File: config.mk
export PLATFORM = sky130hd
export DESIGN_NAME = core_top
export DESIGN_NICKNAME = d
export VERILOG_FILES = /design/src/design/core_pkg.sv /design/src/design/alu.sv /design/src/design/core_top.sv /design/src/design/execute_stage.sv /design/src/design/fetch_stage.sv /design/src/design/hazard_unit.sv /design/src/design/reg_file.sv /design/src/design/writeback_stage.sv
export SDC_FILE = /design/constraint.sdc
export NUM_CORES = 2
export LEC_CHECK = 0
export BUFFER_PORTS_ARGS = -buffer_cell sky130_fd_sc_hd__buf_2
export CAP_MARGIN = 10
export CORE_MARGIN = 1.5
export CORE_UTILIZATION = 50
export DETAILED_ROUTE_END_ITERATION = 10
export PLACE_DENSITY = 0.78
export SLEW_MARGIN = 5
export SYNTH_ARGS = -nofsm -noshare
export SYNTH_HDL_FRONTEND = slang
export SYNTH_SLANG_ARGS = --single-unit
File: constraint.sdc
create_clock -name CLK -period 14.55 [get_ports CLK]
set_input_delay 2.1825 -clock CLK [delete_from_list [all_inputs] [get_ports CLK]]
set_output_delay 2.1825 -clock CLK [all_outputs]
set_load 0.01 [all_outputs]
File: src/design/core_pkg.sv
/*
 * core package for the three-stage RV32I pipeline
 * word and index types, opcode and ALU enums, pipeline records
 */
`default_nettype none

package core_pkg;

    // basic data types
    typedef logic [31:0] word_t;
    typedef logic [4:0]  reg_idx_t;

    // major opcodes kept by this core
    typedef enum logic [6:0] {
        OPC_OP     = 7'b0110011,
        OPC_OP_IMM = 7'b0010011,
        OPC_LUI    = 7'b0110111,
        OPC_BRANCH = 7'b1100011,
        OPC_JAL    = 7'b1101111,
        OPC_JALR   = 7'b1100111,
        OPC_SYSTEM = 7'b1110011
    } opcode_t;

    typedef enum logic [2:0] {
        ALU_ADD,
        ALU_SUB,
        ALU_AND,
        ALU_OR,
        ALU_XOR,
        ALU_SLT,
        ALU_SLL,
        ALU_SRL
    } alu_op_t;

    // first fetch address
    localparam word_t RESET_PC  = 32'h0000_0000;
    // addi x0, x0, 0
    localparam word_t NOP_INSTR = 32'h0000_0013;
    // only SYSTEM encoding accepted, used as halt
    localparam word_t EBREAK_INSTR = 32'h0010_0073;

    typedef struct packed {
        logic  valid;
        word_t pc;
        word_t pc4;
        word_t instr;
    } fetch_ex_t;

    typedef struct packed {
        logic     valid;
        logic     reg_write;
        reg_idx_t rd;
        word_t    result;
        word_t    pc;
        logic     illegal;
        logic     halt;
    } ex_wb_t;

    typedef struct packed {
        word_t    pc;
        reg_idx_t rd;
        word_t    wdata;
        logic     reg_write;
        logic     illegal;
    } retire_t;

endpackage

`default_nettype wire

File: src/design/alu.sv
/*
 * integer ALU, purely combinational
 */
`timescale 1ns/1ps
`default_nettype none

module alu (
    input  core_pkg::alu_op_t alu_op,
    input  core_pkg::word_t   port_a,
    input  core_pkg::word_t   port_b,
    output core_pkg::word_t   port_out
);
    import core_pkg::*;

    logic [4:0] shamt;

    // shift amount from the low five bits
    assign shamt = port_b[4:0];

    always_comb begin
        case (alu_op)
            ALU_ADD: port_out = port_a + port_b;
            ALU_SUB: port_out = port_a - port_b;
            ALU_AND: port_out = port_a & port_b;
            ALU_OR:  port_out = port_a | port_b;
            ALU_XOR: port_out = port_a ^ port_b;
            // signed compare
            ALU_SLT: port_out = {31'b0, $signed(port_a) < $signed(port_b)};
            ALU_SLL: port_out = port_a << shamt;
            ALU_SRL: port_out = port_a >> shamt;
            default: port_out = '0;
        endcase
    end

endmodule

`default_nettype wire

File: src/design/core_top.sv
/*
 * three-stage RV32I core
 * fetch, execute and writeback around a shared register file
 */
`timescale 1ns/1ps
`default_nettype none

module core_top (
    input  logic              CLK,
    input  logic              nRST,
    output core_pkg::word_t   imem_addr,
    input  core_pkg::word_t   imem_rdata,
    output logic              retire_valid,
    output core_pkg::retire_t retire,
    output logic              halted
);
    import core_pkg::*;

    // stage registers
    fetch_ex_t fetch_ex;
    ex_wb_t    ex_wb;

    // control between stages
    logic      redirect, halt_e;
    word_t     redirect_pc;
    logic      fwd_rs1, fwd_rs2, fe_flush, fe_stall;

    // register file ports
    reg_idx_t  rs1, rs2, rf_rd;
    word_t     rs1_data, rs2_data, rf_wdata;
    logic      rf_wen;

    fetch_stage fetch0 (
        .CLK, .nRST,
        .redirect, .redirect_pc,
        .fe_flush, .fe_stall,
        .imem_addr, .imem_rdata,
        .fetch_ex
    );

    execute_stage execute0 (
        .CLK, .nRST,
        .fetch_ex,
        .rs1, .rs2, .rs1_data, .rs2_data,
        .fwd_rs1, .fwd_rs2,
        .ex_wb,
        .redirect, .redirect_pc, .halt_e
    );

    writeback_stage writeback0 (
        .CLK, .nRST,
        .ex_wb,
        .rf_wen, .rf_rd, .rf_wdata,
        .retire_valid, .retire, .halted
    );

    reg_file rf0 (
        .CLK, .nRST,
        .rs1, .rs2, .rs1_data, .rs2_data,
        .wen  (rf_wen),
        .rd   (rf_rd),
        .wdata(rf_wdata)
    );

    hazard_unit hazard0 (
        .rs1_e(rs1),
        .rs2_e(rs2),
        .ex_wb,
        .redirect, .halt_e,
        .fwd_rs1, .fwd_rs2,
        .fe_flush, .fe_stall
    );

endmodule

`default_nettype wire

File: src/design/execute_stage.sv
/*
 * execute stage
 * decode, operand forwarding, ALU, branch and jump resolution,
 * and the execute/writeback register
 */
`timescale 1ns/1ps
`default_nettype none

module execute_stage (
    input  logic                CLK,
    input  logic                nRST,
    input  core_pkg::fetch_ex_t fetch_ex,
    output core_pkg::reg_idx_t  rs1,
    output core_pkg::reg_idx_t  rs2,
    input  core_pkg::word_t     rs1_data,
    input  core_pkg::word_t     rs2_data,
    input  logic                fwd_rs1,
    input  logic                fwd_rs2,
    output core_pkg::ex_wb_t    ex_wb,
    output logic                redirect,
    output core_pkg::word_t     redirect_pc,
    output logic                halt_e
);
    import core_pkg::*;

    word_t    instr;
    opcode_t  opc;
    logic [2:0] funct3;
    logic [6:0] funct7;
    alu_op_t  alu_op;
    logic     use_imm, reg_write, illegal, halt;
    logic     is_branch, is_jal, is_jalr, is_lui;
    logic     ok, branch_taken, halt_done;
    word_t    imm_i, imm_u, imm_b, imm_j;
    word_t    rs1_val, rs2_val, alu_b, alu_out, result;

    assign instr  = fetch_ex.instr;
    assign opc    = opcode_t'(instr[6:0]);
    assign funct3 = instr[14:12];
    assign funct7 = instr[31:25];
    assign rs1    = instr[19:15];
    assign rs2    = instr[24:20];

    // sign-extended immediates
    assign imm_i = {{20{instr[31]}}, instr[31:20]};
    assign imm_u = {instr[31:12], 12'b0};
    assign imm_b = {{19{instr[31]}}, instr[31], instr[7], instr[30:25], instr[11:8], 1'b0};
    assign imm_j = {{11{instr[31]}}, instr[31], instr[19:12], instr[20], instr[30:21], 1'b0};

    // decode
    always_comb begin
        alu_op    = ALU_ADD;
        use_imm   = 1'b0;
        reg_write = 1'b0;
        illegal   = 1'b0;
        halt      = 1'b0;
        is_branch = 1'b0;
        is_jal    = 1'b0;
        is_jalr   = 1'b0;
        is_lui    = 1'b0;
        case (opc)
            OPC_OP: begin
                reg_write = 1'b1;
                case ({funct7, funct3})
                    10'b0000000_000: alu_op = ALU_ADD;
                    10'b0100000_000: alu_op = ALU_SUB;
                    10'b0000000_111: alu_op = ALU_AND;
                    10'b0000000_110: alu_op = ALU_OR;
                    10'b0000000_100: alu_op = ALU_XOR;
                    10'b0000000_010: alu_op = ALU_SLT;
                    10'b0000000_001: alu_op = ALU_SLL;
                    10'b0000000_101: alu_op = ALU_SRL;
                    default:         illegal = 1'b1;
                endcase
            end
            OPC_OP_IMM: begin
                reg_write = 1'b1;
                use_imm   = 1'b1;
                case (funct3)
                    3'b000:  alu_op = ALU_ADD;
                    3'b111:  alu_op = ALU_AND;
                    3'b110:  alu_op = ALU_OR;
                    3'b100:  alu_op = ALU_XOR;
                    3'b010:  alu_op = ALU_SLT;
                    // immediate shifts not supported
                    default: illegal = 1'b1;
                endcase
            end
            OPC_LUI: begin
                reg_write = 1'b1;
                is_lui    = 1'b1;
            end
            OPC_BRANCH: begin
                is_branch = 1'b1;
                // beq and bne only
                illegal   = (funct3[2:1] != 2'b00);
            end
            OPC_JAL: begin
                reg_write = 1'b1;
                is_jal    = 1'b1;
            end
            OPC_JALR: begin
                reg_write = 1'b1;
                is_jalr   = 1'b1;
                illegal   = (funct3 != 3'b000);
            end
            OPC_SYSTEM: begin
                halt    = (instr == EBREAK_INSTR);
                illegal = (instr != EBREAK_INSTR);
            end
            default: illegal = 1'b1;
        endcase
    end

    // live instruction with side effects
    assign ok = fetch_ex.valid && !illegal;

    // forwarded operands
    assign rs1_val = fwd_rs1 ? ex_wb.result : rs1_data;
    assign rs2_val = fwd_rs2 ? ex_wb.result : rs2_data;
    assign alu_b   = use_imm ? imm_i : rs2_val;

    alu alu0 (
        .alu_op  (alu_op),
        .port_a  (rs1_val),
        .port_b  (alu_b),
        .port_out(alu_out)
    );

    // funct3[0] picks bne over beq
    assign branch_taken = is_branch && (funct3[0] ? (rs1_val != rs2_val) : (rs1_val == rs2_val));

    // jalr clears bit zero of the sum
    always_comb begin
        if (is_jalr) begin
            redirect_pc = (rs1_val + imm_i) & ~32'd1;
        end else if (is_jal) begin
            redirect_pc = fetch_ex.pc + imm_j;
        end else begin
            redirect_pc = fetch_ex.pc + imm_b;
        end
    end

    assign redirect = ok && (branch_taken || is_jal || is_jalr);
    assign halt_e   = ok && halt;

    // link value for jumps
    assign result = is_lui ? imm_u : ((is_jal || is_jalr) ? fetch_ex.pc4 : alu_out);

    // execute/writeback register
    always_ff @(posedge CLK, negedge nRST) begin
        if (!nRST) begin
            ex_wb     <= '0;
            halt_done <= 1'b0;
        end else begin
            // frozen halt must retire only once
            ex_wb.valid     <= fetch_ex.valid && !halt_done;
            ex_wb.reg_write <= ok && reg_write && !halt_done;
            ex_wb.rd        <= instr[11:7];
            ex_wb.result    <= result;
            ex_wb.pc        <= fetch_ex.pc;
            ex_wb.illegal   <= fetch_ex.valid && illegal;
            ex_wb.halt      <= halt_e && !halt_done;
            halt_done       <= halt_done || halt_e;
        end
    end

endmodule

`default_nettype wire

File: src/design/fetch_stage.sv
/*
 * fetch stage
 * program counter with redirect and halt stall, feeds the fetch/execute register
 */
`timescale 1ns/1ps
`default_nettype none

module fetch_stage (
    input  logic            CLK,
    input  logic            nRST,
    input  logic            redirect,
    input  core_pkg::word_t redirect_pc,
    input  logic            fe_flush,
    input  logic            fe_stall,
    output core_pkg::word_t imem_addr,
    input  core_pkg::word_t imem_rdata,
    output core_pkg::fetch_ex_t fetch_ex
);
    import core_pkg::*;

    word_t pc;
    word_t pc4;

    assign pc4       = pc + 32'd4;
    // memory answers in the same cycle
    assign imem_addr = pc;

    // program counter
    always_ff @(posedge CLK, negedge nRST) begin
        if (!nRST) begin
            pc <= RESET_PC;
        end else if (redirect) begin
            pc <= redirect_pc;
        end else if (!fe_stall) begin
            pc <= pc4;
        end
    end

    // fetch/execute register
    always_ff @(posedge CLK, negedge nRST) begin
        if (!nRST) begin
            fetch_ex <= '{valid: 1'b0, pc: RESET_PC, pc4: RESET_PC, instr: NOP_INSTR};
        end else if (fe_flush) begin
            // squash the wrong-path instruction
            fetch_ex <= '{valid: 1'b0, pc: pc, pc4: pc4, instr: NOP_INSTR};
        end else if (!fe_stall) begin
            fetch_ex <= '{valid: 1'b1, pc: pc, pc4: pc4, instr: imem_rdata};
        end
        // stalled: hold
    end

endmodule

`default_nettype wire

File: src/design/hazard_unit.sv
/*
 * forwarding and hazard control
 * forwards from ex_wb, flushes fetch on redirect, freezes on halt
 */
`timescale 1ns/1ps
`default_nettype none

module hazard_unit (
    input  core_pkg::reg_idx_t rs1_e,
    input  core_pkg::reg_idx_t rs2_e,
    input  core_pkg::ex_wb_t   ex_wb,
    input  logic               redirect,
    input  logic               halt_e,
    output logic               fwd_rs1,
    output logic               fwd_rs2,
    output logic               fe_flush,
    output logic               fe_stall
);

    logic wb_writes;

    // a live producer in writeback, x0 never forwarded
    assign wb_writes = ex_wb.valid && ex_wb.reg_write && (ex_wb.rd != '0);

    assign fwd_rs1 = wb_writes && (ex_wb.rd == rs1_e);
    assign fwd_rs2 = wb_writes && (ex_wb.rd == rs2_e);

    // one wrong-path slot behind a taken branch or jump
    assign fe_flush = redirect;
    // halt in execute freezes fetch for good
    assign fe_stall = halt_e;

endmodule

`default_nettype wire

File: src/design/reg_file.sv
/*
 * 32x32 register file, x0 reads as zero
 * two asynchronous read ports, one write port
 */
`timescale 1ns/1ps
`default_nettype none

module reg_file (
    input  logic               CLK,
    input  logic               nRST,
    input  core_pkg::reg_idx_t rs1,
    input  core_pkg::reg_idx_t rs2,
    output core_pkg::word_t    rs1_data,
    output core_pkg::word_t    rs2_data,
    input  logic               wen,
    input  core_pkg::reg_idx_t rd,
    input  core_pkg::word_t    wdata
);
    import core_pkg::*;

    // no storage behind x0
    word_t regs [31:1];

    always_ff @(posedge CLK, negedge nRST) begin
        if (!nRST) begin
            for (int i = 1; i < 32; i++) begin
                regs[i] <= '0;
            end
        end else if (wen && (rd != '0)) begin
            regs[rd] <= wdata;
        end
    end

    // write lands after the edge, forwarding covers the same cycle
    assign rs1_data = (rs1 == '0) ? '0 : regs[rs1];
    assign rs2_data = (rs2 == '0) ? '0 : regs[rs2];

endmodule

`default_nettype wire

File: src/design/writeback_stage.sv
/*
 * writeback stage
 * register-file write, retire record and sticky halted flag
 */
`timescale 1ns/1ps
`default_nettype none

module writeback_stage (
    input  logic               CLK,
    input  logic               nRST,
    input  core_pkg::ex_wb_t   ex_wb,
    output logic               rf_wen,
    output core_pkg::reg_idx_t rf_rd,
    output core_pkg::word_t    rf_wdata,
    output logic               retire_valid,
    output core_pkg::retire_t  retire,
    output logic               halted
);

    // register write at the end of the retire cycle
    assign rf_wen   = ex_wb.valid && ex_wb.reg_write;
    assign rf_rd    = ex_wb.rd;
    assign rf_wdata = ex_wb.result;

    // every valid instruction retires, illegal ones too
    assign retire_valid = ex_wb.valid;
    assign retire = '{
        pc:        ex_wb.pc,
        rd:        ex_wb.rd,
        wdata:     ex_wb.result,
        reg_write: rf_wen,
        illegal:   ex_wb.illegal
    };

    // set the cycle after halt retires, held until reset
    always_ff @(posedge CLK, negedge nRST) begin
        if (!nRST) begin
            halted <= 1'b0;
        end else if (ex_wb.valid && ex_wb.halt) begin
            halted <= 1'b1;
        end
    end

endmodule

`default_nettype wire

# Yosys cells after proc, flatten, opt, wreduce, memory -nomap -nowiden
# Cells that the tools add are included.
# Widths: inputs -> output; s select.
[op_classes] addsub=6 n_lt_le_gt_ge=5 n_eq_ne=32 n_shift=2 n_mux=35 bitwise=3 n_reduce_logical=33
[ops] op="$bwmux 992" count=1
[ops] op="$mux 32" count=14
[ops] op="$bmux 32 s5" count=2
[ops] op="$pmux 32 s8" count=1
[ops] op="$mux 97" count=2
[ops] op="$demux 32 s5" count=1
[ops] op="$add 32x32->32" count=4
[ops] op="$eq 10x3->1 const B" count=4
[ops] op="$add 32x3->32 const B" count=1
[ops] op="$and 32x32->32" count=1
[ops] op="$eq 32x21->1 const B" count=1
[ops] op="$eq 32x32->1" count=1
[ops] op="$lt 32x32->1" count=1
[ops] op="$ne 32x21->1 const B" count=1
[ops] op="$ne 32x32->1" count=1
[ops] op="$or 32x32->32" count=1
[ops] op="$shl 32x5->32" count=1
[ops] op="$shr 32x5->32" count=1
[ops] op="$sub 32x32->32" count=1
[ops] op="$xor 32x32->32" count=1
[ops] op="$eq 7x7->1 const B" count=4
[ops] op="$eq 3x3->1 const B" count=7
[ops] op="$pmux 3 s7" count=1
[ops] op="$lt 5x6->1 const B" count=3
[ops] op="26 further kinds" count=60
[totals] regBits=1196 in_bits=34 out_inout_bits=105 word_cells=161

# Depth between registers and ports, before layout
[depth] word_depth=11 ltp_mapped=26 ltp_nobuf=22

# Modules after synthesis
# Synthesis repeated with hierarchy kept, for this count alone.
[unflattened] cells_unflattened=6935 hier_area_um2=76195.6
[modules_own_cells] mod="reg_file" instances=1 cells_each=4053 area_per_inst_um2=53631.4 seq_area_each_um2=24823.8
[modules_own_cells] mod="alu" instances=1 cells_each=1193 area_per_inst_um2=7896.3 seq_area_each_um2=0.0
[modules_own_cells] mod="execute_stage" instances=1 cells_each=913 area_per_inst_um2=7617.3 seq_area_each_um2=1851.8
[modules_own_cells] mod="fetch_stage" instances=1 cells_each=646 area_per_inst_um2=6048.3 seq_area_each_um2=3181.8
[modules_own_cells] mod="writeback_stage" instances=1 cells_each=112 area_per_inst_um2=857.1 seq_area_each_um2=25.0
[modules_own_cells] mod="hazard_unit" instances=1 cells_each=18 area_per_inst_um2=145.1 seq_area_each_um2=0.0

# Worst setup path after synthesis
# OpenSTA, ideal clock, no wires.
[synth_timing] path_kind="register to register" from="register fetch0.fetch_ex[21] (netlist name)" to="register execute0.ex_wb[64] (netlist name)" setup_time_ns=0.129 t_arrival_ns=5.674 t_required_ns=14.421 setup_slack_ns=8.748 path_stages_with_launch=26 n_path_buf=6 period_less_slack_ns=5.802 cell_sequence="dfrtp_1 buf_4 buf_4 buf_2 clkbuf_1 mux4_2 mux2i_1 o32ai_1 o31ai_2 o21ai_2 buf_2 clkbuf_1 ha_1 fa_1 o21bai_1 a21oi_1 o21bai_1 a2111oi_0 nor2_1 a211oi_1 o31a_1 o41ai_1 a211oi_1 mux2i_1 a221oi_1 a21oi_1"
[synth_via] elab_chain_cells=9 elab_cells_between_ends=18 classes_between="2 x add/sub; 1 x eq/ne; 2 x shift; 8 x mux; 3 x bitwise; 2 x reduce/logical"
[synth_lines] element="$bmux 32 s5" line_no="reg_file.sv:36" source="assign rs2_data = (rs2 == '0) ? '0 : regs[rs2];"
[synth_lines] element="$mux 32 (implied by the code)" line_no="reg_file.sv:36"
[synth_lines] element="$mux 32" line_no="reg_file.sv:36"
[synth_lines] element="$mux 32" line_no="execute_stage.sv:120" source="assign rs2_val = fwd_rs2 ? ex_wb.result : rs2_data;"
[synth_lines] element="$mux 32 *" line_no="execute_stage.sv:121" source="assign alu_b = use_imm ? imm_i : rs2_val;"
[synth_lines] element="$sub 32x32->32, or another cell as far along" line_no="alu.sv:23" source="ALU_SUB: port_out = port_a - port_b;"
[synth_lines] element="$pmux 32 s8 *" line_no="alu.sv:21" source="case (alu_op)"
[synth_lines] element="$mux 32 * (2 in a row)" line_no="execute_stage.sv:148" source="assign result = is_lui ? imm_u : ((is_jal || is_jalr) ? fetch_ex.pc4 : alu_out);"
[synth_lines] element="via execute0.result[30]" line_no="execute_stage.sv:35" source="word_t rs1_val, rs2_val, alu_b, alu_out, result;"
# The timed path passes the listed nets; every way through them passes the cells marked *. The select of a mux whose other input is x is not followed.
# A chain may end at the register's enable or synchronous reset.

# Worst setup path in the final report
[layout_timing] from="register fetch0.fetch_ex[20] (netlist name)" to="register execute0.ex_wb[64] (netlist name)"
[layout_via] elab_chain_cells=9 elab_cells_between_ends=18 classes_between="2 x add/sub; 1 x eq/ne; 2 x shift; 8 x mux; 3 x bitwise; 2 x reduce/logical"
[layout_lines] element="$bmux 32 s5" line_no="reg_file.sv:36"
[layout_lines] element="$mux 32 (implied by the code)" line_no="reg_file.sv:36"
[layout_lines] element="$mux 32" line_no="reg_file.sv:36"
[layout_lines] element="$mux 32" line_no="execute_stage.sv:120"
[layout_lines] element="$mux 32 *" line_no="execute_stage.sv:121"
[layout_lines] element="$sub 32x32->32, or another cell as far along" line_no="alu.sv:23"
[layout_lines] element="$pmux 32 s8 *" line_no="alu.sv:21"
[layout_lines] element="$mux 32 * (2 in a row)" line_no="execute_stage.sv:148"
[layout_lines] element="via execute0.result[30]" line_no="execute_stage.sv:35"
# Marks and branches as above.

==> results.sh <==
export IMPL_synth_flop_cell="dfrtp_1"
export IMPL_post_cts_resized=0
export IMPL_pre_cts_ws_ns=6.040
export IMPL_rr_startpoint="fetch0.fetch_ex[20]"
export IMPL_drive_gt1_share_pct=33.88
export IMPL_route_antenna_remaining_nets=0
export IMPL_chipWidth_microns=390.3
export IMPL_post_drt_via_cell_ratio=7.166
export IMPL_drv_slew=0
export IMPL_synth_top_area_share_pct=39.75
export IMPL_cp_required_ns=15.22
export IMPL_clock_path_buffers=3
export IMPL_core_sq_um=148400
export IMPL_fin_crit_ns=8.832
export IMPL_finalHoldViolCount=0
export IMPL_fillers=12080
export IMPL_cp_startpoint="fetch0.fetch_ex[20]"
export IMPL_met3_usage_pct=12.89
export IMPL_grt_pass1_vias=60020
export IMPL_power_density_nw_per_um2=104.2
export IMPL_ys_ff_latch=1194
export IMPL_grt_use_total_pct=39.06
export IMPL_critical_path_class="reg -> reg"
export IMPL_synth_area_sq_um=74980
export IMPL_grt_max_degree=154
export IMPL_slew_headroom_pct=4.468
export IMPL_yosysTopAreaCell="dfrtp_1"
export IMPL_max_stage_delay_ns=1.03
export IMPL_htreeDepth=4
export IMPL_power_leakage_nw=37.72
export IMPL_regArea_sq_um=29910
export IMPL_max_cap_violations=0
export IMPL_cpMaxStageDelayCell="o41ai_1"
export IMPL_first_iter_violations=8457
export IMPL_tns_ns=0
export IMPL_hold_buffers=0
export IMPL_outcome="finished clean"
export IMPL_finalWorstSetupSlack_ns=5.718
export IMPL_mostFrequentLayoutCells="dfrtp_1, mux2_2, nand2_1"
export IMPL_critPathTopFamily="compound AO/OA/AOI/OAI gates"
export IMPL_die_area_sq_um=152300
export IMPL_final_common_cell="dfrtp_1"
export IMPL_arrival_ns=9.50
export IMPL_wl_mm=300.1
export IMPL_endpoint_kind="flop"
export IMPL_worst_pin_slew_ns=1.393
export IMPL_remaining_drc_errors=0
export IMPL_ir_drop_mv=0.1247
export IMPL_clk_pin_slew_ns=0.07
export IMPL_async_reset_ff_share_pct=100.0
export IMPL_ys_top_cells_by_area="dfrtp_1, mux2_2, mux4_2, mux2i_1, ha_1"
export IMPL_numPortBuffers=138
export IMPL_vias=60290
export IMPL_synthDistinctLibCells=113
export IMPL_place_gp_congestion=1.037
export IMPL_grt_use_met2_pct=57.09
export IMPL_critPathCapture="execute0.ex_wb[64]"
export IMPL_clock_fmax_mhz=113.2
export IMPL_cts_sinks=1194
export IMPL_finalCritPeriodShare_pct=60.70
export IMPL_dp_hpwl_mm=201.2
export IMPL_cts_root_buf="clkbuf_16"
export IMPL_fp_dieH_microns=390.3
export IMPL_busiest_layer="met2"
export IMPL_crit_buf_inv=3
export IMPL_rsz0062_at_grt="false"
export IMPL_fp_row_count=141
export IMPL_antenna_found_initial=20
export IMPL_worst_setup_path_start_kind="flop"
export IMPL_setup_violations=0
export IMPL_initial_core_util_pct=50.54
export IMPL_synthesis_nets=6623
export IMPL_path_depth=22
export IMPL_rr_worst_depth=22
export IMPL_yosysWarnings=0
export IMPL_drt_pass1_iter_count=9
export IMPL_ios=139
export IMPL_grt_pass1_wl_mm=430.5
export IMPL_numCtsBuffers=135
export IMPL_multiInputGateArea_sq_um=41760
export IMPL_fin_skew_ns=0.04589
export IMPL_cts_tree="yes"
export IMPL_fin_nets=6494
export IMPL_synth_edf_count=0
export IMPL_grt_overflow_total=0
export IMPL_r2r_end="execute0.ex_wb[64]"
export IMPL_clock_latency_ns=0.82
export IMPL_syn2layout_area_growth_pct=8.861
export IMPL_ys_seq_area_share_pct=39.85
export IMPL_wl_per_cell_microns=35.67
export IMPL_crit_chain="buf_4 > buf_4 > mux4_2 > mux2i_1 > o32ai_1 > o31ai_2 > o21ai_4 > buf_4 > ha_1 > fa_1 > o21bai_1 > a21oi_1 > o21bai_1 > a2111oi_0 > nor2_1 > a211oi_1 > o31a_1 > o41ai_1 > a211oi_1 > mux2i_1 > a221oi_1 > a21oi_1"
export IMPL_synth_area_per_cell_sq_um=11.67
export IMPL_netlist_instances=6427
export IMPL_post_cts_buffers=0
export IMPL_r2r_slack_ns=5.72
export IMPL_grtUsageMet1_pct=49.35
export IMPL_worstHoldPathType="reg -> reg"
export IMPL_path_common_cell="buf_4"
export IMPL_cp_max_fo=48
-- per-stage QoR --
step	total power [mW]	hold WS [ns]	util, %	instance area (sq um)	cells
final	8.502	0.4117	55.01	81620	8413
after global routing	8.718	0.4161	55.00	81600	8402
after CTS	8.456	0.4100	54.96	81540	8399
after detailed placement	4.960	0.3907	51.91	77020	8160
after global placement	4.951	0.3908	51.91	77010	8160
after floorplan	4.392	0.3774	-	74980	6427
-- kinds of logic after synthesis --
| logic type | share of synthesized area [%] |
|---|---|
| DFF | 39.85 |
| muxes | 31.95 |
| buffers and inverters | 4.889 |
| xor gates and xnor gates | 1.715 |
| AOI/OAI and AO/OA | 11.06 |
| adders and majority gates | 2.743 |
| and+or+nand+nor | 7.781 |
-- per-layer routing --
layer / wire length [microns] / part of all wire, % / vias to the layer above
li1: - / - / 23830
met1: 109900 / 37 / 30650
met2: 129600 / 43 / 4489
met3: 35970 / 12 / 1307
met4: 24320 / 8.1 / 20
met5: 208 / 0.069 / -
-- cell usage after synthesis, types with 25 or more instances --
| master | n |
|---|---|
| mux2i_1 | 239 |
| o221ai_1 | 40 |
| o22ai_1 | 40 |
| buf_2 | 77 |
| a221o_1 | 27 |
| and3_1 | 34 |
| a211oi_1 | 41 |
| nand2_1 | 487 |
| o21bai_1 | 35 |
| mux4_2 | 441 |
| and2_1 | 49 |
| o21ai_0 | 270 |
| inv_1 | 124 |
| o211ai_1 | 36 |
| dfrtp_1 | 1191 |
| a31oi_1 | 30 |
| xor2_1 | 47 |
| a22oi_1 | 69 |
| mux2_2 | 1024 |
| nor2_1 | 310 |
| buf_4 | 113 |
| a21oi_1 | 250 |
| nand4_1 | 27 |
| ha_1 | 158 |
| clkbuf_1 | 366 |
| a21o_1 | 57 |
| o31ai_1 | 25 |
| xnor2_1 | 98 |
| nor3_1 | 71 |
| a221oi_1 | 89 |
| nand2b_1 | 29 |
| nand3_1 | 102 |
| buf_6 | 33 |
-- registers in the layout (all words and copies together), names as in the netlist --
name,flops
execute0.halt_done,1
fetch0.fetch_ex,95
rf0.regs,992
writeback0.halted,1
fetch0.imem_addr,32
execute0.ex_wb,73
-- cell type report --
| type | instances | area share [%] |
|---|---|---|
| flip-flops and latches | 1194 | 36.64 |
| clock inverters | 43 | 0.7067 |
| multi-input cells | 4481 | 51.15 |
| clock buffers | 196 | 4.839 |
| repair buffers | 355 | 2.946 |
| well taps | 2002 | 3.069 |
| diodes | 11 | 0.03372 |
| inverters | 131 | 0.6055 |
-- power by group --
part | total [mW] | leakage (nW) | internal [mW] | switching, mW
clock | 3.53 | 2.21 | 2.03 | 1.51
sequential | 3.52 | 16.4 | 3.40 | 0.121
combinational | 1.45 | 19.1 | 0.437 | 1.01
-- worst reg2reg max path, cell delays in order, from the launching register on --
cell	delay, ns
dfrtp_4	0.90
buf_4	0.86
buf_4	0.87
mux4_2	0.66
mux2i_1	0.20
o32ai_1	0.15
o31ai_2	0.47
o21ai_4	0.06
buf_4	0.32
ha_1	0.35
fa_1	0.47
o21bai_1	0.19
a21oi_1	0.14
o21bai_1	0.24
a2111oi_0	0.18
nor2_1	0.21
a211oi_1	0.16
o31a_1	0.35
o41ai_1	1.03
a211oi_1	0.31
mux2i_1	0.20
a221oi_1	0.28
a21oi_1	0.10
-- worst min-delay path by stage --
stage                     slack (ns)                 end           startpoint  cells past startpoint
after detailed placement        0.39  execute0.ex_wb[28]  fetch0.fetch_ex[90]                      0
after CTS                       0.41  execute0.ex_wb[23]  fetch0.fetch_ex[85]                      0
after global routing            0.42  execute0.ex_wb[26]  fetch0.fetch_ex[88]                      0
after global placement          0.39  execute0.ex_wb[26]  fetch0.fetch_ex[88]                      0
final                           0.41  execute0.ex_wb[30]  fetch0.fetch_ex[92]                      0
after floorplan                 0.38  execute0.ex_wb[10]  fetch0.fetch_ex[72]                      0
No activity file was read; power rests on OpenSTA's default activity.
